<file path="src/logic/pipe_config.svh">
`ifndef PIPE_CONFIG_SVH
`define PIPE_CONFIG_SVH

// datapath and address width
`define PIPE_XLEN 32

// data sram is word addressed
`define PIPE_SRAM_AW 8

// word count follows from the address width
`define PIPE_SRAM_DEPTH (1 << `PIPE_SRAM_AW)

`endif
</file>
<file path="src/logic/pipe_pkg.sv">
`include "pipe_config.svh"

package pipe_pkg;

    // ecode values follow the loongarch numbering
    typedef enum logic [5:0] {
        EXC_NONE = 6'h00,
        EXC_ALE  = 6'h09
    } exc_code_t;

    // register file write request
    typedef struct packed {
        logic                  we;
        logic [4:0]            waddr;
        logic [`PIPE_XLEN-1:0] wdata;
    } rf_wr_t;

endpackage

</file>
<file path="src/logic/stage_if.sv">
`include "pipe_config.svh"


// memory to writeback stage bus
interface mem_wb_if;
    logic                  valid;
    logic                  allowin;
    logic [`PIPE_XLEN-1:0] pc;
    logic [`PIPE_XLEN-1:0] vaddr;
    pipe_pkg::exc_code_t   except;
    pipe_pkg::rf_wr_t      rf;
    logic                  flush;

    modport mem (
        output valid, pc, vaddr, except, rf,
        input  allowin, flush
    );

    modport wb (
        input  valid, pc, vaddr, except, rf,
        output allowin, flush
    );
endinterface

</file>
<file path="src/logic/wb_stage.sv">
`include "pipe_config.svh"

module wb_stage (
    input  logic                  clk,
    input  logic                  resetn,
    mem_wb_if.wb                  mem_wb,
    input  logic                  retire_ready,
    output logic                  rf_we,
    output logic [4:0]            rf_waddr,
    output logic [`PIPE_XLEN-1:0] rf_wdata,
    output logic [`PIPE_XLEN-1:0] retire_pc,
    output logic                  exc_valid,
    output pipe_pkg::exc_code_t   exc_code,
    output logic [`PIPE_XLEN-1:0] exc_pc,
    output logic [`PIPE_XLEN-1:0] exc_vaddr
);
    logic                  ws_valid;
    logic                  ws_ready_go;
    logic                  ws_allowin;
    logic [`PIPE_XLEN-1:0] ws_pc;
    logic [`PIPE_XLEN-1:0] ws_vaddr;
    pipe_pkg::exc_code_t   ws_except;
    pipe_pkg::rf_wr_t      ws_rf;
    logic                  has_exc;

    assign ws_ready_go = retire_ready;
    assign ws_allowin  = ~ws_valid | ws_ready_go;

    // younger op in mem is dropped while an exception sits here
    always_ff @(posedge clk) begin
        if (!resetn) begin
            ws_valid <= 1'b0;
        end else if (ws_allowin) begin
            ws_valid <= mem_wb.valid & ~has_exc;
        end
    end

    always_ff @(posedge clk) begin
        if (mem_wb.valid && ws_allowin) begin
            ws_pc     <= mem_wb.pc;
            ws_vaddr  <= mem_wb.vaddr;
            ws_except <= mem_wb.except;
            ws_rf     <= mem_wb.rf;
        end
    end

    assign has_exc = ws_valid & (ws_except != pipe_pkg::EXC_NONE);

    assign mem_wb.allowin = ws_allowin;
    assign mem_wb.flush   = has_exc;

    assign rf_we     = ws_valid & ws_rf.we;
    assign rf_waddr  = ws_rf.waddr;
    assign rf_wdata  = ws_rf.wdata;
    assign retire_pc = ws_pc;

    assign exc_valid = has_exc;
    assign exc_code  = ws_except;
    assign exc_pc    = ws_pc;
    assign exc_vaddr = ws_vaddr;

endmodule

</file>
<file path="src/flat_wrapper.sv">
// flat-port wrapper written by rule: the top's interface ports become plain ports
module wb_stage_flat 
  (clk, resetn, retire_ready, rf_we, rf_waddr, rf_wdata, retire_pc, exc_valid, exc_code, exc_pc, exc_vaddr, mem_wb_valid, mem_wb_pc, mem_wb_vaddr, mem_wb_except, mem_wb_rf, mem_wb_allowin, mem_wb_flush);
  mem_wb_if mem_wb_i ();
  input  logic clk;
  input  logic resetn;
  input  logic retire_ready;
  output logic rf_we;
  output logic [4:0] rf_waddr;
  output logic [`PIPE_XLEN-1:0] rf_wdata;
  output logic [`PIPE_XLEN-1:0] retire_pc;
  output logic exc_valid;
  output pipe_pkg::exc_code_t exc_code;
  output logic [`PIPE_XLEN-1:0] exc_pc;
  output logic [`PIPE_XLEN-1:0] exc_vaddr;
  input wire logic [$bits(mem_wb_i.valid)-1:0] mem_wb_valid;
  input wire logic [$bits(mem_wb_i.pc)-1:0] mem_wb_pc;
  input wire logic [$bits(mem_wb_i.vaddr)-1:0] mem_wb_vaddr;
  input wire logic [$bits(mem_wb_i.except)-1:0] mem_wb_except;
  input wire logic [$bits(mem_wb_i.rf)-1:0] mem_wb_rf;
  output wire logic [$bits(mem_wb_i.allowin)-1:0] mem_wb_allowin;
  output wire logic [$bits(mem_wb_i.flush)-1:0] mem_wb_flush;
  assign mem_wb_i.valid = mem_wb_valid;
  assign mem_wb_i.pc = mem_wb_pc;
  assign mem_wb_i.vaddr = mem_wb_vaddr;
  assign mem_wb_i.except = mem_wb_except;
  assign mem_wb_i.rf = mem_wb_rf;
  assign mem_wb_allowin = mem_wb_i.allowin;
  assign mem_wb_flush = mem_wb_i.flush;
  wb_stage u_core (.clk(clk), .resetn(resetn), .mem_wb(mem_wb_i), .retire_ready(retire_ready), .rf_we(rf_we), .rf_waddr(rf_waddr), .rf_wdata(rf_wdata), .retire_pc(retire_pc), .exc_valid(exc_valid), .exc_code(exc_code), .exc_pc(exc_pc), .exc_vaddr(exc_vaddr));
endmodule
</file>
<file path="config.mk">
export PLATFORM = sky130hd
export DESIGN_NAME = wb_stage_flat
export DESIGN_NICKNAME = d
export VERILOG_FILES = /design/src/logic/pipe_pkg.sv /design/src/logic/stage_if.sv /design/src/logic/wb_stage.sv /design/src/flat_wrapper.sv
export VERILOG_INCLUDE_DIRS = /design/src /design/src/logic
export SDC_FILE = /design/constraint.sdc
export NUM_CORES = 1
export LEC_CHECK = 0
export ABC_AREA = 1
export BUFFER_PORTS_ARGS = -buffer_cell sky130_fd_sc_hd__buf_2
export CAP_MARGIN = 20
export CORE_AREA = 2 2 100 102
export DETAILED_ROUTE_END_ITERATION = 12
export DIE_AREA = 0 0 102 104
export MAX_ROUTING_LAYER = met4
export PLACE_DENSITY = 0.85
export SYNTH_ARGS = -nofsm -noshare
export SYNTH_HDL_FRONTEND = slang
export SYNTH_SLANG_ARGS = --single-unit
</file>
<file path="constraint.sdc">
create_clock -name clk -period 15.8 [get_ports clk]
set_input_delay 1.58 -clock clk [delete_from_list [all_inputs] [get_ports clk]]
set_output_delay 1.58 -clock clk [all_outputs]
set_load 0.03 [all_outputs]
</file>
* Word level (Yosys, flattened, before mapping) *
Cells that the tools add are included.

word-level totals
  register bits after elaboration = 109
  output and inout bits = 143
  logic and storage cells = 15

cells by class
  bitwise operators = 6
  reduce and logical (&&, ||, !) cells = 2

operator list
  kind                count
  nonzero test 6 bit  1
  AND 1 bit           3
  NOT 1 bit           2
  logical AND 1 bit   1
  OR 1 bit            1

* Logic depth before layout (Yosys ltp) *
  depth in word-level cells = 4
  depth in mapped cells = 5
  mapped depth without buffers = 5

* Worst setup path after synthesis *
Ideal clock, no wire load.

  path type = input port to flip-flop
  from = input retire_ready
  to = register u_core.ws_except[0] (netlist: u_core.exc_code[0]) (enable)
  arrival = 9.410 ns
  data required time = 15.059 ns
  slack = 5.649 ns
  cell stages on the path = 2
  cell sequence = inv_1 -> a21boi_0

on the way
  cells in the longest elaborated chain, start to end = 2

ends and longest elaborated chain
  what                    RTL line           source
  start: declaration      flat_wrapper.sv:7  input logic retire_ready;
  OR 1 bit                wb_stage.sv:27     assign ws_allowin = ~ws_valid | ws_ready_go;
  logical AND 1 bit       wb_stage.sv:39     if (mem_wb.valid && ws_allowin) begin
  end signal: assignment  wb_stage.sv:42     ws_except <= mem_wb.except;
  end: declaration        wb_stage.sv:22     pipe_pkg::exc_code_t ws_except;

No other way between the ends.
A chain may end at the register's enable or synchronous reset.

* Final worst setup path *
  from = input retire_ready
  to = output mem_wb_allowin

on the way
  cells in the longest elaborated chain, start to end = 1

ends and longest elaborated chain
  what              RTL line            source
  OR 1 bit          wb_stage.sv:27
  end: declaration  flat_wrapper.sv:21  output wire logic [$bits(mem_wb_i.allowin)-1:0] mem_wb_allowin;

No other way between the ends.

==> flow_summary.ini <==
[clock_network]
cts_resized = 0
numCtsBuffers = 9
clock-sinks = 109
root_buffer = clkbuf_8
cts_max_level = 3
cts_setup_buffers = 0
holdBufCountCts = 0
clk_pin_slew_worst_paths_ps = 90
clk_latency_ps = 350
clockBufferDepth = 2
cts_tree = done

[detailed_routing]
wl_per_cell_um = 15.09
drtIter0Drc = 50
via_count = 2204
drc = 0
antenna_left = 0
first_pass_iters = 4
wl_mm = 7.969
viasPerCell = 4.174

[critical_path]
cp_cell_sequence = buf_2, inv_1, nand2_1, buf_2
slowest_stage = buf_2
cp_slowest_stage_delay_ps = 190
path_class = input pin to output port
crit_path_max_fanout = 2
arrival_ps = 2070
cp.required_ps = 14220
start_kind = input pin
crit_path_end_kind = output port
cpMostUsedCell = buf_2

[floorplanning]
dieArea_mm2 = 0.01061
fp.dieW_um = 102
core_area_mm2 = 0.009549
initial_utilization_pct = 40.33
fp.dieH_um = 104
io_pins = 255
rows = 36

[logic_synthesis]
syn_nets = 305
netlist_top_cells_count = edfxtp_1 (108), buf_4 (70), inv_1 (4), nand2_1 (4), nor2_1 (3)
synth-async-reset-ratio_pct = 0
synth_edf_count = 108
synth_most_common_cell = edfxtp_1
yosys-top-cells-area = edfxtp_1 (84%), buf_4 (14%), dfxtp_1 (0.52%), inv_1 (0.39%), nand2_1 (0.39%)
yosysTopAreaCellShare_pct = 84.21
yosysTopAreaCell = edfxtp_1
synth_cell_types = 9
syn-instance-count = 193
yosysSeqAreaShare_pct = 84.73
synth_seq_cells = 109
postSynthAreaPerCell_um2 = 19.95
syn-cell-area_mm2 = 0.003851
yosysWarnings = 0
ys.flop_type = edfxtp_1

[global_route]
grt_pass1_vias = 2283
grt_use_total_pct = 14.93
grt_max_degree = 95
antenna_found_initial = 0
grt-ovfl-total = 0
grt_pass1_wl_mm = 11.35

[timing]
hold_viol_final = 0
max_freq_mhz = 273.6
skew_ps = 5.802
period_share_pct = 23.13
whs_ps = 599.7
final.min_clock_period_ps = 3655
slew_headroom_pct = 65.41
report.final.slew_viol_count = 0
setup_tns_ps = 0
rsz0062_at_grt = no
worst_pin_slew_ps = 517.5
setup_viol = 0

[pwr]
p_per_area_mw_per_mm2 = 120.9
peakVddDrop_v = 0.00006682
p_leak_nw = 2.231

[place]
io_buffers = 254
hpwl_mm = 6.126
gp_congestion = 0.7321

[outcome]
status = finished clean

[cells_and_area]
drive_gt1_share_pct = 68.61
antenna_cells = 0
layout.nets = 502
area_growth_pct = 30.21

[min_path]
hold_class = flop to flop

[flow_run]
max_cap_viol_count = 0
==> layout make-up <==
cell class | instances | area (um^2)
fillers | 851 | 4534
flip-flops and latches | 109 | 3263
repair buffers | 256 | 1306
well taps | 133 | 166.4
clock buffers | 10 | 127.6
clock inverters | 6 | 77.57
multi-input cells | 10 | 58.81
inverters | 4 | 15.01
==> sequential cells by signal (all words and copies together) (netlist names) <==
name,cells
u_core.rf_wdata,32
u_core.exc_vaddr,32
u_core.ws_valid,1
u_core.ws_rf,1
u_core.rf_waddr,5
u_core.exc_pc,32
u_core.exc_code,6
==> final timing paths <==
| kind | start | end | slack, ps | cells after the start |
|---|---|---|---|---|
| min reg2reg | u_core.ws_valid | u_core.ws_valid | 600 | 2 |
| max reg2reg | u_core.ws_valid | u_core.exc_pc[31] | 13780 | 3 |
| max | retire_ready | mem_wb_allowin | 12150 | 4 |
| min | u_core.ws_valid | u_core.ws_valid | 600 | 2 |
==> cell families (layout without fill, tap and decap cells) <==
group	Yosys count	count (layout)	synth area share (%)
flops	109	109	84.73
buf+inv	74	276	14.03
simple gates	8	8	0.8120
compound gates	2	2	0.4225
==> critical path: cells and delay by family <==
family	cells	cell delay, ps
simple gates	1	100
buf+inv	3	380
==> through the flow <==
step	instance area, um^2	setup WS [ps]	cells	power [mW]	utilization (%)
after detailed placement	4782	12140	511	0.4405	50.08
after floorplan	3851	5649	193	0.4214	-
after global routing	5015	12100	528	0.6284	52.52
after CTS	4987	12140	527	0.6135	52.23
final	5015	12150	528	0.6061	52.52
after global placement	4782	12170	511	0.4380	50.08
==> where the power goes <==
part / switching [mW] / total, mW / internal (mW)
logic: 0.0638 / 0.0892 / 0.0254
clock network: 0.0850 / 0.173 / 0.0878
registers: 0.00561 / 0.344 / 0.338
==> layer usage <==
metal / vias to the layer above / share of wire (%) / GRT usage (%)
met3: 9 / 8.2 / 3.427
met4: 0 / 1.6 / 6.571
met2: 151 / 53 / 26.36
met1: 1028 / 37 / 15.65
met5: - / 0 / -
li1: 1016 / - / -
==> cell usage in the layout, fill, tap and decap left out, types with 2 or more instances in the layout <==
master,count
buf_2,254
bufinv_16,2
nand2_1,4
inv_1,4
clkbuf_8,9
nor2_1,3
clkinv_2,2
clkinv_1,2
edfxtp_1,108
Power figures use the tool's default switching activity.
