File: src/logic/pipe_config.svh
`ifndef PIPE_CONFIG_SVH
`define PIPE_CONFIG_SVH

// datapath and address width
`define PIPE_XLEN 32

// data sram is word addressed
`define PIPE_SRAM_AW 8

// word count follows from the address width
`define PIPE_SRAM_DEPTH (1 << `PIPE_SRAM_AW)

`endif
File: src/logic/mem_pkg.sv
package mem_pkg;

    // access kind carried down the pipe
    typedef enum logic [3:0] {
        OP_ALU   = 4'd0,
        OP_LD_W  = 4'd1,
        OP_LD_H  = 4'd2,
        OP_LD_HU = 4'd3,
        OP_LD_B  = 4'd4,
        OP_LD_BU = 4'd5,
        OP_ST_W  = 4'd6,
        OP_ST_H  = 4'd7,
        OP_ST_B  = 4'd8
    } mem_op_t;

    // one sram word, seen as halves or as bytes
    typedef union packed {
        logic [1:0][15:0] halves;
        logic [3:0][7:0]  bytes;
    } rdata_u;

endpackage

File: src/logic/pipe_pkg.sv
`include "pipe_config.svh"

package pipe_pkg;

    // ecode values follow the loongarch numbering
    typedef enum logic [5:0] {
        EXC_NONE = 6'h00,
        EXC_ALE  = 6'h09
    } exc_code_t;

    // register file write request
    typedef struct packed {
        logic                  we;
        logic [4:0]            waddr;
        logic [`PIPE_XLEN-1:0] wdata;
    } rf_wr_t;

endpackage

File: src/logic/stage_if.sv
`include "pipe_config.svh"

// execute to memory stage bus
interface ex_mem_if;
    logic                  valid;
    logic                  allowin;
    logic [`PIPE_XLEN-1:0] pc;
    mem_pkg::mem_op_t      op;
    logic [4:0]            rd;
    logic                  rf_we;
    logic                  res_from_mem;
    // doubles as the access address
    logic [`PIPE_XLEN-1:0] alu_result;
    pipe_pkg::exc_code_t   except;
    logic                  except_pending;

    modport ex (
        output valid, pc, op, rd, rf_we, res_from_mem, alu_result, except,
        input  allowin, except_pending
    );

    modport mem (
        input  valid, pc, op, rd, rf_we, res_from_mem, alu_result, except,
        output allowin, except_pending
    );
endinterface


File: src/logic/ex_stage.sv
`include "pipe_config.svh"

module ex_stage (
    input  logic                     clk,
    input  logic                     resetn,
    input  logic                     in_valid,
    output logic                     in_allowin,
    input  mem_pkg::mem_op_t         in_op,
    input  logic [`PIPE_XLEN-1:0]    in_pc,
    input  logic [`PIPE_XLEN-1:0]    in_base,
    input  logic [`PIPE_XLEN-1:0]    in_offset,
    input  logic [`PIPE_XLEN-1:0]    in_store_data,
    input  logic [4:0]               in_rd,
    output logic                     sram_en,
    output logic [3:0]               sram_we,
    output logic [`PIPE_SRAM_AW-1:0] sram_addr,
    output logic [`PIPE_XLEN-1:0]    sram_wdata,
    ex_mem_if.ex                     ex_mem,
    input  logic                     flush
);
    logic                  es_valid;
    logic                  es_allowin;
    mem_pkg::mem_op_t      es_op;
    logic [`PIPE_XLEN-1:0] es_pc;
    logic [`PIPE_XLEN-1:0] es_base;
    logic [`PIPE_XLEN-1:0] es_offset;
    logic [`PIPE_XLEN-1:0] es_store_data;
    logic [4:0]            es_rd;
    logic [`PIPE_XLEN-1:0] es_addr;
    logic                  is_load;
    logic                  is_store;
    logic                  misaligned;
    logic                  access_ok;
    logic [3:0]            st_mask;
    logic [`PIPE_XLEN-1:0] st_wdata;

    assign es_allowin  = ~es_valid | ex_mem.allowin;
    // nothing new enters while wb is flushing
    assign in_allowin  = es_allowin & ~flush;

    always_ff @(posedge clk) begin
        if (!resetn || flush) begin
            es_valid <= 1'b0;
        end else if (es_allowin) begin
            es_valid <= in_valid;
        end
    end

    always_ff @(posedge clk) begin
        if (in_valid && in_allowin) begin
            es_op         <= in_op;
            es_pc         <= in_pc;
            es_base       <= in_base;
            es_offset     <= in_offset;
            es_store_data <= in_store_data;
            es_rd         <= in_rd;
        end
    end

    assign es_addr  = es_base + es_offset;
    assign is_load  = es_op inside {mem_pkg::OP_LD_W, mem_pkg::OP_LD_H, mem_pkg::OP_LD_HU,
                                    mem_pkg::OP_LD_B, mem_pkg::OP_LD_BU};
    assign is_store = es_op inside {mem_pkg::OP_ST_W, mem_pkg::OP_ST_H, mem_pkg::OP_ST_B};

    always_comb begin
        case (es_op)
            mem_pkg::OP_LD_W, mem_pkg::OP_ST_W:
                misaligned = es_addr[1:0] != 2'b00;
            mem_pkg::OP_LD_H, mem_pkg::OP_LD_HU, mem_pkg::OP_ST_H:
                misaligned = es_addr[0];
            default:
                misaligned = 1'b0;
        endcase
    end

    // replicate store data into every lane, mask picks the live one
    always_comb begin
        st_mask  = 4'b0000;
        st_wdata = es_store_data;
        case (es_op)
            mem_pkg::OP_ST_W: st_mask = 4'b1111;
            mem_pkg::OP_ST_H: begin
                st_mask  = es_addr[1] ? 4'b1100 : 4'b0011;
                st_wdata = {2{es_store_data[15:0]}};
            end
            mem_pkg::OP_ST_B: begin
                st_mask  = 4'b0001 << es_addr[1:0];
                st_wdata = {4{es_store_data[7:0]}};
            end
            default: ;
        endcase
    end

    // access only on the move into mem, never behind an exception
    assign access_ok  = es_valid & ex_mem.allowin & ~misaligned & ~flush & ~ex_mem.except_pending;
    assign sram_en    = access_ok & (is_load | is_store);
    assign sram_we    = {4{access_ok & is_store}} & st_mask;
    assign sram_addr  = es_addr[`PIPE_SRAM_AW+1:2];
    assign sram_wdata = st_wdata;

    assign ex_mem.valid        = es_valid;
    assign ex_mem.pc           = es_pc;
    assign ex_mem.op           = es_op;
    assign ex_mem.rd           = es_rd;
    assign ex_mem.rf_we        = ~is_store & ~misaligned;
    assign ex_mem.res_from_mem = is_load;
    assign ex_mem.alu_result   = es_addr;
    assign ex_mem.except       = misaligned ? pipe_pkg::EXC_ALE : pipe_pkg::EXC_NONE;

endmodule

File: src/flat_wrapper.sv
// flat-port wrapper written by rule: the top's interface ports become plain ports
module ex_stage_flat 
  (clk, resetn, in_valid, in_allowin, in_op, in_pc, in_base, in_offset, in_store_data, in_rd, sram_en, sram_we, sram_addr, sram_wdata, flush, ex_mem_valid, ex_mem_pc, ex_mem_op, ex_mem_rd, ex_mem_rf_we, ex_mem_res_from_mem, ex_mem_alu_result, ex_mem_except, ex_mem_allowin, ex_mem_except_pending);
  ex_mem_if ex_mem_i ();
  input  logic clk;
  input  logic resetn;
  input  logic in_valid;
  output logic in_allowin;
  input  mem_pkg::mem_op_t in_op;
  input  logic [`PIPE_XLEN-1:0] in_pc;
  input  logic [`PIPE_XLEN-1:0] in_base;
  input  logic [`PIPE_XLEN-1:0] in_offset;
  input  logic [`PIPE_XLEN-1:0] in_store_data;
  input  logic [4:0] in_rd;
  output logic sram_en;
  output logic [3:0] sram_we;
  output logic [`PIPE_SRAM_AW-1:0] sram_addr;
  output logic [`PIPE_XLEN-1:0] sram_wdata;
  input  logic flush;
  output wire logic [$bits(ex_mem_i.valid)-1:0] ex_mem_valid;
  output wire logic [$bits(ex_mem_i.pc)-1:0] ex_mem_pc;
  output wire logic [$bits(ex_mem_i.op)-1:0] ex_mem_op;
  output wire logic [$bits(ex_mem_i.rd)-1:0] ex_mem_rd;
  output wire logic [$bits(ex_mem_i.rf_we)-1:0] ex_mem_rf_we;
  output wire logic [$bits(ex_mem_i.res_from_mem)-1:0] ex_mem_res_from_mem;
  output wire logic [$bits(ex_mem_i.alu_result)-1:0] ex_mem_alu_result;
  output wire logic [$bits(ex_mem_i.except)-1:0] ex_mem_except;
  input wire logic [$bits(ex_mem_i.allowin)-1:0] ex_mem_allowin;
  input wire logic [$bits(ex_mem_i.except_pending)-1:0] ex_mem_except_pending;
  assign ex_mem_valid = ex_mem_i.valid;
  assign ex_mem_pc = ex_mem_i.pc;
  assign ex_mem_op = ex_mem_i.op;
  assign ex_mem_rd = ex_mem_i.rd;
  assign ex_mem_rf_we = ex_mem_i.rf_we;
  assign ex_mem_res_from_mem = ex_mem_i.res_from_mem;
  assign ex_mem_alu_result = ex_mem_i.alu_result;
  assign ex_mem_except = ex_mem_i.except;
  assign ex_mem_i.allowin = ex_mem_allowin;
  assign ex_mem_i.except_pending = ex_mem_except_pending;
  ex_stage u_core (.clk(clk), .resetn(resetn), .in_valid(in_valid), .in_allowin(in_allowin), .in_op(in_op), .in_pc(in_pc), .in_base(in_base), .in_offset(in_offset), .in_store_data(in_store_data), .in_rd(in_rd), .sram_en(sram_en), .sram_we(sram_we), .sram_addr(sram_addr), .sram_wdata(sram_wdata), .ex_mem(ex_mem_i), .flush(flush));
endmodule
File: config.mk
export PLATFORM = sky130hd
export DESIGN_NAME = ex_stage_flat
export DESIGN_NICKNAME = d
export VERILOG_FILES = /design/src/logic/mem_pkg.sv /design/src/logic/pipe_pkg.sv /design/src/logic/stage_if.sv /design/src/logic/ex_stage.sv /design/src/flat_wrapper.sv
export VERILOG_INCLUDE_DIRS = /design/src /design/src/logic
export SDC_FILE = /design/constraint.sdc
export NUM_CORES = 1
export LEC_CHECK = 0
export BUFFER_PORTS_ARGS = -buffer_cell sky130_fd_sc_hd__buf_2
export CORE_MARGIN = 5
export CORE_UTILIZATION = 48
export DETAILED_ROUTE_END_ITERATION = 8
export PLACE_DENSITY = 0.79
export SKIP_LAST_GASP = 1
export SYNTH_ARGS = -nofsm -noshare
export SYNTH_HDL_FRONTEND = slang
export SYNTH_SLANG_ARGS = --single-unit
File: constraint.sdc
create_clock -name clk -period 5.9 [get_ports clk]
set_input_delay 1.18 -clock clk [delete_from_list [all_inputs] [get_ports clk]]
set_output_delay 1.18 -clock clk [all_outputs]
set_load 0.02 [all_outputs]
; After elaboration in Yosys (flattened, before gate mapping)
; Index checks and enable logic that the tools add are counted.
; Widths: inputs -> output; s select.
[word_totals]
reg_bits = 138
output_inout_bits = 128
elab_cells = 46
[op_classes]
n_addsub = 1
n_eq_ne = 8
shifts = 1
n_mux = 5
bitwise = 16
n_reduce_logical = 8
[ops]
columns = operator, n
row1 = $pmux 32 s2, 1
row2 = $add 32x32->32, 1
row3 = $eq 4x3->1 const B, 4
row4 = $pmux 4 s3, 1
row5 = $and 1x1->1, 8
row6 = $eq 4x2->1 const B, 2
row7 = $mux 4, 2
row8 = $not 1->1, 5
row9 = $reduce_bool 5->1, 1
row10 = $and 4x4->4, 1
row11 = $eq 4x1->1 const B, 1
row12 = $eq 4x4->1 const B, 1
row13 = $shl 1x2->4 const A, 1
row14 = $reduce_bool 3->1, 1
row15 = $reduce_or 3->1, 1
row16 = $or 1x1->1, 2
row17 = $pmux 1 s2, 1
row18 = $reduce_bool 2->1, 1
row19 = $reduce_or 2->1, 1
row20 = $logic_and 1x1->1, 1
row21 = $logic_not 1->1, 1
row22 = $logic_or 1x1->1, 1

; Logic depth before layout (Yosys ltp)
[logic_depth]
ltp_word = 9
ltp_mapped = 9
mapped_depth_nobuf = 9

; Worst setup path before layout
; No wires, ideal clock.
[synth_timing]
path_kind = in2reg
from = in ex_mem_allowin
to = reg u_core.es_base[0], enable pin
setup_time_ns = 0.512
arrival_ns = 4.752
slack_ns = 0.636
cell_stages = 3
path_cell_list = nor2b_1 -> nor2_1 -> and2_1
[synth_between]
elab_chain_cells = 3
[synth_rtl]
columns = item, line_no
row1 = start: declaration, flat_wrapper.sv:28  ; input wire logic [$bits(ex_mem_i.allowin)-1:0] ex_mem_allowin;
row2 = $or 1x1->1, ex_stage.sv:37  ; assign es_allowin = ~es_valid | ex_mem.allowin;
row3 = $and 1x1->1, ex_stage.sv:39  ; assign in_allowin = es_allowin & ~flush;
row4 = net in_allowin, flat_wrapper.sv:8  ; output logic in_allowin;
row5 = $logic_and 1x1->1, ex_stage.sv:50  ; if (in_valid && in_allowin) begin
row6 = end signal: assignment, ex_stage.sv:53  ; es_base <= in_base;
row7 = end: declaration, ex_stage.sv:25  ; logic [`PIPE_XLEN-1:0] es_base;
; The timed path passes the listed nets, and every way through them passes these cells.
; A chain may end at the register's enable or synchronous reset.

; Worst setup path in the final report
[layout_timing]
from = reg u_core.es_offset[0]
to = out ex_mem_alu_result[30]
[layout_between]
elab_chain_cells = 1
[layout_rtl]
columns = item, line_no
row1 = start: declaration, ex_stage.sv:26  ; logic [`PIPE_XLEN-1:0] es_offset;
row2 = start signal: assignment, ex_stage.sv:54  ; es_offset <= in_offset;
row3 = $add 32x32->32, ex_stage.sv:60  ; assign es_addr = es_base + es_offset;
row4 = end: declaration, flat_wrapper.sv:26  ; output wire logic [$bits(ex_mem_i.alu_result)-1:0] ex_mem_alu_result;
; Every way passes these cells.

==> impl_metrics.yaml <==
global_route:
  gr-total-overflow: 0
  met2_usage_pct: 36.6
  grt_pass1_vias: 4869
  met1_usage_pct: 22.8
  grt_util_all_layers_pct: 20.7
  grt_max_degree: 51
  grt_pass1_wl_mm: 25.6
  top_usage_layer: "met2"
  antenna_found_initial: 0
  met3_usage_pct: 8.11
job:
  drv_cap: 0
clocking:
  cts_buffer_depth: 2
  clkLatencyLatePin_ns: 0.42
  postCtsSetupBuffers: 0
  root_buffer: "clkbuf_16"
  cts_num_sinks: 138
  cts_max_level: 4
  postCtsHoldBufs: 0
  path_clk_slew_ns: 0.06
  cts_tree: "built"
  cts-buffers-inserted: 17
  cts_resized: 0
timing:
  setup-violations-final: 0
  skew_ns: 0.00687
  worstMarginPinSlew_ns: 1.26
  max-slew-margin-rel_pct: 16.0
  min_period_over_period_pct: 71.3
  hold_viol_final: 0
  fin_ws_ns: 1.70
  fmax_ghz: 0.238
  slew_violations: 0
  fin_crit_ns: 4.20
  rsz0062_at_grt: "false"
  finalSetupTns_ns: 0
power_and_ir_drop:
  powerDensity_nw_per_um2: 310
  ir_worst_vdd_mv: 0.252
  p_leak_nw: 3.61
critical_path:
  critPathKind: "reg2out"
  critPathMaxFanout: 4
  start_kind: "flop"
  path_buf_inv: 1
  end_kind: "output port"
  cp_data_arrival_time_ns: 3.02
  crit_chain: "ha_1 > fa_1 > a21oi_1 > or3_1 > o211ai_2 > a31oi_4 > o31ai_4 > a311oi_2 > xnor2_1 > buf_2"
  crit_slowest_cell: "fa_1"
  cp.required_ns: 4.72
  max_stage_delay_ns: 0.44
  critical-path-top-delay-family: "compound AO/OA/AOI/OAI gates"
routing:
  wire_per_inst_um: 18.6
  routed_wirelength_mm: 17.3
  drc: 0
  first_iter_violations: 454
  vias_per_cell: 5.20
  final_antenna_net_count: 0
  drtPass1Iterations: 5
  vias: 4848
floorplanning:
  core_area_um2: 13300
  die_h_um: 127
  initial_core_util_pct: 49.0
  dieArea_um2: 16000
  ios: 271
  die_w_um: 127
  row_count: 42
place:
  place_inst: 901
  hpwl_mm: 13.4
  gp_congestion: 0.886
  place_ws_ns: 2.13
  portBuffers: 266
  placed_area_um2: 7890
synthesis:
  synth_area_um2: 6520
  netlist_top_cells_area: "edfxtp_1 63%, ha_1 6.0%, nand2_1 3.4%"
  netlist_instances: 487
  synth-seq-cells: 138
  synth_top_cell_by_area: "edfxtp_1"
  ys_seq_area_share_pct: 63.4
  synth_edf_count: 137
  synth.avg_cell_area_um2: 13.4
  yosysWarnings: 0
  yosysTopAreaCellShare_pct: 63.1
  yosys_most_used_dff: "edfxtp_1"
  async_flop_share_pct: 0
  ys_types: 62
finish:
  stdcell_count: 933
  syn2layout_area_growth_pct: 30.1
  fillerInstances: 980
  diodes: 0
  drive_gt1_share_pct: 43.3
  stdcell_area_um2: 8480
  seq_area_um2: 4130
  final_net_count: 919
  multiInputGateArea_um2: 2170
outcome:
  status: "completed"
min_path:
  hp-class: "reg2reg"
logic make-up (layout without fill, tap and decap cells):
kind of cell    after synthesis  count (layout)  synth area share [%]
simple gates                136             136                  9.58
flops                       138             138                  63.4
other cells                   1               4                0.0575
mux                           8               8                  1.38
xor+xnor                     28              28                  3.76
buf+inv                      37             304                  3.47
fa+ha+maj                    32              32                  6.26
compound gates              107             107                  12.1
Yosys cell counts, types with 5 or more instances:
| cell | count |
|---|---|
| xor2_1 | 9 |
| clkbuf_1 | 6 |
| buf_4 | 22 |
| edfxtp_1 | 137 |
| a211oi_1 | 5 |
| nor3_1 | 12 |
| xnor2_1 | 19 |
| a21oi_1 | 33 |
| nand2_1 | 59 |
| o21ai_0 | 17 |
| nor2_1 | 30 |
| mux2_2 | 8 |
| nand3_1 | 8 |
| ha_1 | 31 |
| a22oi_1 | 8 |
| a21o_1 | 9 |
state kept, by name (all words and copies together) (netlist names):
name / cells
u_core.es_base: 32
u_core.es_offset: 32
u_core.es_store_data: 32
u_core.ex_mem.op: 4
u_core.ex_mem.pc: 32
u_core.ex_mem.rd: 5
u_core.ex_mem.valid: 1
tightest hold or removal path: stages (launching register included):
cell and delay, ns:
dfxtp_1 0.32, nor2b_1 0.14, nor2_1 0.10, nor3b_1 0.06
layer usage:
metal / vias to the layer above / wire, um
met3: 28 / 1700
met4: 0 / 389
met1: 2270 / 6220
met5: - / 0
met2: 224 / 9020
li1: 2326 / -
cells in the final DEF (no fill, tap or decap), drive strengths merged, types with 9 or more instances in the layout:
master  Yosys  layout
xnor2      19      19
buf        27     268
a21oi      37      37
clkbuf      6      17
xor2        9       9
nor3       13      13
nand2      59      59
ha         31      31
a21o       10      10
inv         4       9
edfxtp    137     137
nor2       30      30
o21ai      18      18
report_power, final:
part	internal [mW]	switching (mW)	total [mW]
combinational	0.158	0.264	0.421
sequential	1.13	0.0158	1.15
clock	0.630	0.430	1.06
cell type report:
type	count	share of cell area (%)
Clock buffer	17	5.02
Clock inverter	15	1.95
Inverter	4	0.177
Multi-Input combinational cell	315	25.6
Sequential cell	138	48.8
Tap cell	176	2.60
Timing Repair Buffer	268	15.9
stage by stage:
stage | hold slack, ns | util, % | power, mW
2_1_floorplan | 0.685 | - | 1.45
3_3_place_gp | 0.597 | 59.3 | 1.58
3_5_place_dp | 0.626 | 59.3 | 1.59
4_1_cts | 0.639 | 63.8 | 2.65
5_1_grt | 0.670 | 63.8 | 2.73
6_report | 0.664 | 63.8 | 2.63
path summary, 6_finish.rpt:
kind | startpoint | to | slack, ns | cells after the start
setup / recovery | u_core.es_offset[0] | ex_mem_alu_result[30] | 1.70 | 10
hold reg to reg | u_core.ex_mem.valid | u_core.ex_mem.valid | 0.66 | 3
setup reg to reg | u_core.ex_mem.valid | u_core.es_base[2] | 3.71 | 4
hold / removal | u_core.ex_mem.valid | u_core.ex_mem.valid | 0.66 | 3
Power figures use the tool's default switching activity.
