## src/logic/pipe_config.svh

```systemverilog
`ifndef PIPE_CONFIG_SVH
`define PIPE_CONFIG_SVH

// datapath and address width
`define PIPE_XLEN 32

// data sram is word addressed
`define PIPE_SRAM_AW 8

// word count follows from the address width
`define PIPE_SRAM_DEPTH (1 << `PIPE_SRAM_AW)

`endif
```

## src/logic/mem_pkg.sv

```systemverilog
package mem_pkg;

    // access kind carried down the pipe
    typedef enum logic [3:0] {
        OP_ALU   = 4'd0,
        OP_LD_W  = 4'd1,
        OP_LD_H  = 4'd2,
        OP_LD_HU = 4'd3,
        OP_LD_B  = 4'd4,
        OP_LD_BU = 4'd5,
        OP_ST_W  = 4'd6,
        OP_ST_H  = 4'd7,
        OP_ST_B  = 4'd8
    } mem_op_t;

    // one sram word, seen as halves or as bytes
    typedef union packed {
        logic [1:0][15:0] halves;
        logic [3:0][7:0]  bytes;
    } rdata_u;

endpackage

```

## src/logic/pipe_pkg.sv

```systemverilog
`include "pipe_config.svh"

package pipe_pkg;

    // ecode values follow the loongarch numbering
    typedef enum logic [5:0] {
        EXC_NONE = 6'h00,
        EXC_ALE  = 6'h09
    } exc_code_t;

    // register file write request
    typedef struct packed {
        logic                  we;
        logic [4:0]            waddr;
        logic [`PIPE_XLEN-1:0] wdata;
    } rf_wr_t;

endpackage

```

## src/logic/stage_if.sv

```systemverilog
`include "pipe_config.svh"

// execute to memory stage bus
interface ex_mem_if;
    logic                  valid;
    logic                  allowin;
    logic [`PIPE_XLEN-1:0] pc;
    mem_pkg::mem_op_t      op;
    logic [4:0]            rd;
    logic                  rf_we;
    logic                  res_from_mem;
    // doubles as the access address
    logic [`PIPE_XLEN-1:0] alu_result;
    pipe_pkg::exc_code_t   except;
    logic                  except_pending;

    modport ex (
        output valid, pc, op, rd, rf_we, res_from_mem, alu_result, except,
        input  allowin, except_pending
    );

    modport mem (
        input  valid, pc, op, rd, rf_we, res_from_mem, alu_result, except,
        output allowin, except_pending
    );
endinterface

// memory to writeback stage bus
interface mem_wb_if;
    logic                  valid;
    logic                  allowin;
    logic [`PIPE_XLEN-1:0] pc;
    logic [`PIPE_XLEN-1:0] vaddr;
    pipe_pkg::exc_code_t   except;
    pipe_pkg::rf_wr_t      rf;
    logic                  flush;

    modport mem (
        output valid, pc, vaddr, except, rf,
        input  allowin, flush
    );

    modport wb (
        input  valid, pc, vaddr, except, rf,
        output allowin, flush
    );
endinterface

```

## src/logic/mem_stage.sv

```systemverilog
`include "pipe_config.svh"

module mem_stage (
    input  logic                  clk,
    input  logic                  resetn,
    ex_mem_if.mem                 ex_mem,
    mem_wb_if.mem                 mem_wb,
    input  logic [`PIPE_XLEN-1:0] sram_rdata
);
    logic                  ms_valid;
    logic                  ms_ready_go;
    logic                  ms_allowin;
    logic [`PIPE_XLEN-1:0] ms_pc;
    mem_pkg::mem_op_t      ms_op;
    logic [4:0]            ms_rd;
    logic                  ms_rf_we;
    logic                  ms_res_from_mem;
    logic [`PIPE_XLEN-1:0] ms_alu_result;
    pipe_pkg::exc_code_t   ms_except;
    mem_pkg::rdata_u       rd_word;
    logic [15:0]           half_sel;
    logic [7:0]            byte_sel;
    logic                  sign_ext;
    logic [`PIPE_XLEN-1:0] mem_result;

    // loads never wait, sram data lands in this cycle
    assign ms_ready_go = 1'b1;
    assign ms_allowin  = ~ms_valid | ms_ready_go & mem_wb.allowin;

    always_ff @(posedge clk) begin
        if (!resetn || mem_wb.flush) begin
            ms_valid <= 1'b0;
        end else if (ms_allowin) begin
            ms_valid <= ex_mem.valid;
        end
    end

    always_ff @(posedge clk) begin
        if (ex_mem.valid && ms_allowin) begin
            ms_pc           <= ex_mem.pc;
            ms_op           <= ex_mem.op;
            ms_rd           <= ex_mem.rd;
            ms_rf_we        <= ex_mem.rf_we;
            ms_res_from_mem <= ex_mem.res_from_mem;
            ms_alu_result   <= ex_mem.alu_result;
            ms_except       <= ex_mem.except;
        end
    end

    assign rd_word  = sram_rdata;
    assign half_sel = rd_word.halves[ms_alu_result[1]];
    assign byte_sel = rd_word.bytes[ms_alu_result[1:0]];
    assign sign_ext = ms_op == mem_pkg::OP_LD_H || ms_op == mem_pkg::OP_LD_B;

    always_comb begin
        case (ms_op)
            mem_pkg::OP_LD_W:
                mem_result = rd_word;
            mem_pkg::OP_LD_H, mem_pkg::OP_LD_HU:
                mem_result = {{16{sign_ext & half_sel[15]}}, half_sel};
            mem_pkg::OP_LD_B, mem_pkg::OP_LD_BU:
                mem_result = {{24{sign_ext & byte_sel[7]}}, byte_sel};
            default:
                mem_result = '0;
        endcase
    end

    assign ex_mem.allowin        = ms_allowin;
    assign ex_mem.except_pending = ms_valid & (ms_except != pipe_pkg::EXC_NONE);

    assign mem_wb.valid  = ms_valid & ms_ready_go;
    assign mem_wb.pc     = ms_pc;
    assign mem_wb.vaddr  = ms_alu_result;
    assign mem_wb.except = ms_except;
    assign mem_wb.rf     = '{
        we:    ms_rf_we & ms_valid,
        waddr: ms_rd,
        wdata: ms_res_from_mem ? mem_result : ms_alu_result
    };

endmodule

```

## src/flat_wrapper.sv

```systemverilog
// flat-port wrapper written by rule: the top's interface ports become plain ports
module mem_stage_flat 
  (clk, resetn, sram_rdata, ex_mem_valid, ex_mem_pc, ex_mem_op, ex_mem_rd, ex_mem_rf_we, ex_mem_res_from_mem, ex_mem_alu_result, ex_mem_except, ex_mem_allowin, ex_mem_except_pending, mem_wb_valid, mem_wb_pc, mem_wb_vaddr, mem_wb_except, mem_wb_rf, mem_wb_allowin, mem_wb_flush);
  ex_mem_if ex_mem_i ();
  mem_wb_if mem_wb_i ();
  input  logic clk;
  input  logic resetn;
  input  logic [`PIPE_XLEN-1:0] sram_rdata;
  input wire logic [$bits(ex_mem_i.valid)-1:0] ex_mem_valid;
  input wire logic [$bits(ex_mem_i.pc)-1:0] ex_mem_pc;
  input wire logic [$bits(ex_mem_i.op)-1:0] ex_mem_op;
  input wire logic [$bits(ex_mem_i.rd)-1:0] ex_mem_rd;
  input wire logic [$bits(ex_mem_i.rf_we)-1:0] ex_mem_rf_we;
  input wire logic [$bits(ex_mem_i.res_from_mem)-1:0] ex_mem_res_from_mem;
  input wire logic [$bits(ex_mem_i.alu_result)-1:0] ex_mem_alu_result;
  input wire logic [$bits(ex_mem_i.except)-1:0] ex_mem_except;
  output wire logic [$bits(ex_mem_i.allowin)-1:0] ex_mem_allowin;
  output wire logic [$bits(ex_mem_i.except_pending)-1:0] ex_mem_except_pending;
  output wire logic [$bits(mem_wb_i.valid)-1:0] mem_wb_valid;
  output wire logic [$bits(mem_wb_i.pc)-1:0] mem_wb_pc;
  output wire logic [$bits(mem_wb_i.vaddr)-1:0] mem_wb_vaddr;
  output wire logic [$bits(mem_wb_i.except)-1:0] mem_wb_except;
  output wire logic [$bits(mem_wb_i.rf)-1:0] mem_wb_rf;
  input wire logic [$bits(mem_wb_i.allowin)-1:0] mem_wb_allowin;
  input wire logic [$bits(mem_wb_i.flush)-1:0] mem_wb_flush;
  assign ex_mem_i.valid = ex_mem_valid;
  assign ex_mem_i.pc = ex_mem_pc;
  assign ex_mem_i.op = ex_mem_op;
  assign ex_mem_i.rd = ex_mem_rd;
  assign ex_mem_i.rf_we = ex_mem_rf_we;
  assign ex_mem_i.res_from_mem = ex_mem_res_from_mem;
  assign ex_mem_i.alu_result = ex_mem_alu_result;
  assign ex_mem_i.except = ex_mem_except;
  assign ex_mem_allowin = ex_mem_i.allowin;
  assign ex_mem_except_pending = ex_mem_i.except_pending;
  assign mem_wb_valid = mem_wb_i.valid;
  assign mem_wb_pc = mem_wb_i.pc;
  assign mem_wb_vaddr = mem_wb_i.vaddr;
  assign mem_wb_except = mem_wb_i.except;
  assign mem_wb_rf = mem_wb_i.rf;
  assign mem_wb_i.allowin = mem_wb_allowin;
  assign mem_wb_i.flush = mem_wb_flush;
  mem_stage u_core (.clk(clk), .resetn(resetn), .ex_mem(ex_mem_i), .mem_wb(mem_wb_i), .sram_rdata(sram_rdata));
endmodule
```

## config.mk

```make
export PLATFORM = sky130hd
export DESIGN_NAME = mem_stage_flat
export DESIGN_NICKNAME = d
export VERILOG_FILES = /design/src/logic/mem_pkg.sv /design/src/logic/pipe_pkg.sv /design/src/logic/stage_if.sv /design/src/logic/mem_stage.sv /design/src/flat_wrapper.sv
export VERILOG_INCLUDE_DIRS = /design/src /design/src/logic
export SDC_FILE = /design/constraint.sdc
export NUM_CORES = 1
export LEC_CHECK = 0
export BUFFER_PORTS_ARGS = -buffer_cell sky130_fd_sc_hd__clkbuf_2
export CAP_MARGIN = 30
export CORE_UTILIZATION = 35
export CTS_BUF_LIST = sky130_fd_sc_hd__clkbuf_4
export DETAILED_ROUTE_END_ITERATION = 12
export PLACE_DENSITY = 0.69
export SYNTH_ARGS = -nofsm -noshare
export SYNTH_HDL_FRONTEND = slang
export SYNTH_SLANG_ARGS = --single-unit
```

## constraint.sdc

```tcl
create_clock -name clk -period 3.3 [get_ports clk]
set_clock_uncertainty 0.05 [all_clocks]
set_input_delay 0.165 -clock clk [delete_from_list [all_inputs] [get_ports clk]]
set_output_delay 0.165 -clock clk [all_outputs]
set_load 0.01 [all_outputs]
```

==> Word-level counts from Yosys, hierarchy flattened <==
Cells that the tools add are included.
{ "word_totals": {"reg_bits": 82, "in_bits": 118, "out_inout_bits": 111, "elab_cells": 34} }
{ "op_classes": {"n_lt_le_gt_ge": 2, "n_eq_ne": 5, "n_mux": 6, "bitwise": 6, "reduce_logical": 7} }
{ "op_table": {"columns": ["op", "n"], "rows": [
  ["one-hot mux 32 bit (3 select lines)", 1],
  ["two-way mux 16 bit", 2],
  ["two-way mux 32 bit", 1],
  ["binary-select mux 8 bit (select 2 bit)", 1],
  ["== test 4 x 2 -> 1 bit (second input constant)", 2],
  ["== test 4 x 3 -> 1 bit (second input constant)", 2],
  ["two-way mux 8 bit", 1],
  ["nonzero test 6 bit", 1],
  ["bitwise AND 1 bit", 4],
  ["== test 4 x 1 -> 1 bit (second input constant)", 1],
  ["OR reduction 2 bit", 2],
  ["< comparator 2 x 3 -> 1 bit (second input constant)", 1],
  ["logical OR 1 bit", 2],
  ["< comparator 1 x 2 -> 1 bit (second input constant)", 1],
  ["logical AND 1 bit", 1],
  ["zero test 1 bit", 1],
  ["inverter 1 bit", 1],
  ["bitwise OR 1 bit", 1]
]} }

==> Logic depth before layout (Yosys ltp) <==
{ "depth": {"word_depth": 5, "ltp_mapped": 7, "mapped_depth_nobuf": 4} }

==> Worst setup path before layout <==
Ideal clock, no wire load.
{ "synth_path": {"path_kind": "register to register", "from": "reg u_core.ms_valid (netlist: u_core.mem_wb.valid)", "to": "reg u_core.ms_except[0] (netlist: u_core.mem_wb.except[0]) (enable)", "setup_ns": 0.449, "t_arrival_ns": 2.429, "required_time_ns": 2.801, "slack_ns": 0.372, "path_stages_with_launch": 3, "path_buffers": 0, "synth_period_minus_slack_ns": 2.928, "path_cell_list": "dfxtp_1 > nand2b_1 > and2_1"} }
{ "synth_between": {"elab_chain_len": 3} }
{ "synth_rtl": {"columns": ["item", "line", "text"], "rows": [
  ["from (decl)", "mem_stage.sv:10", "logic ms_valid;"],
  ["from (signal assigned)", "mem_stage.sv:34", "ms_valid <= ex_mem.valid;"],
  ["inverter 1 bit", "mem_stage.sv:28", "assign ms_allowin = ~ms_valid | ms_ready_go & mem_wb.allowin;"],
  ["bitwise OR 1 bit", "mem_stage.sv:28", null],
  ["named net ex_mem_allowin", "flat_wrapper.sv:17", "output wire logic [$bits(ex_mem_i.allowin)-1:0] ex_mem_allowin;"],
  ["logical AND 1 bit", "mem_stage.sv:39", "if (ex_mem.valid && ms_allowin) begin"],
  ["to (signal assigned)", "mem_stage.sv:46", "ms_except <= ex_mem.except;"],
  ["to (decl)", "mem_stage.sv:19", "pipe_pkg::exc_code_t ms_except;"]
]} }
The timed path passes the listed nets, and every way through them passes these cells.
A chain may end at the register's enable or synchronous reset.

==> Final worst setup path <==
{ "layout_path": {"from": "reg u_core.ms_alu_result[1] (netlist: u_core.mem_wb.vaddr[1])", "to": "out mem_wb_rf[21]"} }
{ "layout_between": {"elab_chain_len": 5, "elab_cells_between_ends": 8, "cone_classes": "mux: 6; bitwise: 2"} }
{ "layout_rtl": {"columns": ["item", "line", "text"], "rows": [
  ["from (decl)", "mem_stage.sv:18", "logic [`PIPE_XLEN-1:0] ms_alu_result;"],
  ["from (signal assigned)", "mem_stage.sv:45", "ms_alu_result <= ex_mem.alu_result;"],
  ["binary-select mux 8 bit (select 2 bit) / two-way mux 16 bit (equally long branches)", "mem_stage.sv:52, mem_stage.sv:51", null],
  ["two-way mux 8 bit (not written as such) / two-way mux 16 bit (equally long branches)", "mem_stage.sv:52, mem_stage.sv:51", null],
  ["bitwise AND 1 bit, on equally long branches", "mem_stage.sv:62, mem_stage.sv:60", null],
  ["one-hot mux 32 bit (3 select lines) *", "mem_stage.sv:56", "case (ms_op)"],
  ["two-way mux 32 bit *", "mem_stage.sv:78", "wdata: ms_res_from_mem ? mem_result : ms_alu_result"],
  ["to (decl)", "flat_wrapper.sv:23", "output wire logic [$bits(mem_wb_i.rf)-1:0] mem_wb_rf;"]
]} }
Mark *: on every way between the ends. The rest lies on a longest branch, timed or not. The select of a mux whose other input is x is not followed.

==> results.py <==
metrics = {
    "setup_path": {
        "worst_path_largest_cell_delay_ps": 720,
        "startpoint": "u_core.mem_wb.vaddr[1]",
        "reg2reg_to": "u_core.mem_wb.vaddr[5]",
        "criticalPathCategory": "reg -> out",
        "slowest_cell_on_the_critical_path": "edfxtp_1",
        "worst-endpoint-required_ps": 3080,
        "r2r_setup_slack_ps": 1850,
        "critical_path_peak_fanout": 16,
        "r2r_cells": 3,
        "worstPathCellList": "mux2i_1 > o22ai_2 > o21ai_2 > nand2_1 > clkbuf_2",
        "timing.rr.start": "u_core.mem_wb.valid",
        "endpoint": "mem_wb_rf[21]",
        "crit_start_category": "register",
        "arrival_ps": 2600,
        "endpoint_kind": "primary output",
    },
    "timing": {
        "whs_ps": 143,
        "max_slew_margin_pct": 49.3,
        "fmax_mhz": 355,
        "timing.final.ws_setup_ps": 487,
        "setup-violations-final": 0,
        "slew_worst_pin_ps": 761,
        "setup_total_negative_slack_ps": 0,
        "portion_of_the_clock_cycle_consumed_by_the_worst_path_in_the_final_layout_pct": 85.3,
        "final_period_minus_worst_setup_slack_ps": 2810,
        "rsz0062_at_grt": "no",
        "maxSlewViolCount": 0,
        "timing_hold_violations_final": 0,
    },
    "drt": {
        "drc": 0,
        "totalWireLength_mm": 12.2,
        "detailroute.via_count": 3307,
        "first_pass_iters": 5,
        "drt-initial-drc-count": 159,
        "final_antenna_net_count": 0,
        "post_drt_via_cell_ratio": 4.90,
        "wire_per_inst_um": 18.1,
    },
    "finish": {
        "num-fill-cells": 749,
        "post_route_cells_drive_above_1_share_pct": 48.0,
        "postLayoutCellArea_mm2": 0.00564,
        "finalNonFillerCells": 675,
        "antenna_cells_inserted": 0,
        "area_delta_synth_final_pct": 67.1,
        "layout.nets": 659,
        "postLayoutCoreUtil_pct": 60.8,
    },
    "synthesis": {
        "synth_compound_gate_area_share_pct": 13.7,
        "synth.mux.area_fraction_pct": 2.93,
        "synth_fp_nets": 343,
        "most_frequent_cell_after_synthesis": "edfxtp_1",
        "syn-instance-count": 225,
        "synth_top_area_share_pct": 72.0,
        "synthTopCellsByCount": "81 x edfxtp_1, 39 x nand2_1, 29 x a22oi_1",
        "synth_top_family_by_area": "compound AO/OA/AOI/OAI gates",
        "synth_async_sr_flop_share_pct": 0,
        "flip_flop_and_latch_count_after_synthesis": 82,
        "synthesis.yosys.warnings": 0,
        "synthXorXnorAreaFrac_pct": 0,
        "post_synth_edffs": 81,
        "synth_area_per_cell_um2": 15.0,
        "synth-simple-area-share_pct": 8.41,
        "yosys.area_share.adder_pct": 0,
        "synthDominantAreaCellType": "edfxtp_1",
        "netlist-cell-type-count": 40,
        "netlist_area_mm2": 0.00338,
        "yosys-top-cells-area": "edfxtp_1 72%, a22oi_1 6.4%, nand2_1 4.3%, mux2_2 2.3%, o211ai_1 1.6%",
        "seq_area_frac_synth_pct": 72.6,
        "ys.flop_type": "edfxtp_1",
    },
    "clocking": {
        "cts-root-to-sink-buffers": 2,
        "cts_num_sinks": 82,
        "cts_tree": "done",
        "cts_made_buffers": 9,
        "post_cts_buffers": 0,
        "cts-root-buf": "clkbuf_4",
        "worstSkewPairLatency_ps": 380,
        "clk_transition_reported_paths_ps": 150,
        "cts_htree_levels": 3,
    },
    "grt": {
        "first_global_vias": 3431,
        "initial_antenna_violation_count": 0,
        "pin_count_of_the_biggest_net_entering_global_routing": 82,
        "grt_overflow_total": 0,
        "first_pass_grt_wire_length_mm": 18.0,
        "grt.total_usage_pct": 24.0,
    },
    "placement": {
        "detailedPlace.worstSlack_ps": 942,
        "numPlacedInstances": 574,
        "dpl_cell_area_mm2": 0.00465,
        "io_buffer_count": 228,
        "globalplace.congestion": 0.853,
        "hpwl_mm": 8.08,
    },
    "power_and_ir_drop": {
        "power-per-cell-area_mw_per_mm2": 392,
        "total_power_mw": 2.21,
        "maximum_resistive_drop_on_vdd_uv": 300,
        "leakagePower_nw": 2.54,
    },
    "floorplanning": {
        "die_y_um": 100,
        "die_width_um": 100,
        "floorplan.initialDensity_pct": 36.4,
        "num_rows": 35,
        "ios": 229,
        "design.die.area_mm2": 0.0100,
        "coreArea_mm2": 0.00928,
    },
    "flow_run": {
        "max-cap-violations": 0,
    },
    "hold_path": {
        "hold_class": "in -> reg",
    },
    "outcome": {
        "run_status": "finished clean",
    },
}
power by group:
| part | switching [mW] | internal (mW) |
|---|---|---|
| clock | 0.374 | 0.170 |
| combinational | 0.200 | 0.212 |
| sequential | 0.0384 | 1.22 |
cell usage in the layout, fill, tap and decap left out, types with 4 or more instances in the layout:
| master | instances |
|---|---|
| o221ai_1 | 6 |
| nand2_1 | 39 |
| inv_1 | 5 |
| a22oi_1 | 29 |
| o211ai_1 | 7 |
| mux2_2 | 7 |
| buf_4 | 4 |
| nor3_1 | 4 |
| clkbuf_4 | 10 |
| dlygate4sd3_1 | 84 |
| clkbuf_2 | 228 |
| edfxtp_1 | 81 |
critical path: cells and delay by family, from the launching register on:
family | cells | cell delay, ps
AO/OA/AOI/OAI | 2 | 790
AND/OR/NAND/NOR | 1 | 120
multiplexers | 1 | 380
buffers and inverters | 1 | 170
flip-flops | 1 | 720
timing repair:
action | CTS | global route
hold buffers | 84 | 0
gates resized for setup | 0 | 0
hold endpoints to repair | 82 | 0
final cells by class:
cell class	count	area, um2	area share (%)
tap	129	161	2.86
multi-input combinational	126	848	15.0
clock inverter	6	48.8	0.865
clock buffer	10	75.1	1.33
timing repair buffer	317	2040	36.1
inverter	5	18.8	0.333
sequential	82	2450	43.4
per-layer routing:
layer  wire (um)  vias to the layer above  track usage, %
met2        6550                      170            43.3
li1            -                     1530               -
met3         840                       14            6.96
met1        4630                     1593            27.3
met5           0                        -               0
met4         209                        0            7.92
registers in the layout, summed over array words and instances (netlist names):
register,count
u_core.ms_op,4
u_core.ms_rf_we,1
u_core.ms_res_from_mem,1
u_core.mem_wb.vaddr,32
u_core.mem_wb.pc,32
u_core.ms_rd,5
u_core.mem_wb.valid,1
u_core.mem_wb.except,6
cells by family after synthesis:
kind of cell / Yosys count
AOI/OAI and AO/OA: 57
buffers and inverters: 17
DFF: 82
muxes: 9
and+or+nand+nor: 60
worst min-delay path by stage:
| stage | start | end | cells after the start |
|---|---|---|---|
| 4_1_cts | ex_mem_alu_result[14] | u_core.mem_wb.vaddr[14] | 2 |
| 6_report | ex_mem_valid | u_core.mem_wb.vaddr[1] | 2 |
| 3_5_place_dp | ex_mem_rd[0] | u_core.ms_rd[0] | 1 |
| 3_3_place_gp | ex_mem_pc[18] | u_core.mem_wb.pc[18] | 1 |
| 2_1_floorplan | ex_mem_except[0] | u_core.mem_wb.except[0] | 0 |
| 5_1_grt | ex_mem_valid | u_core.mem_wb.vaddr[0] | 2 |
Power figures use the tool's default switching activity.
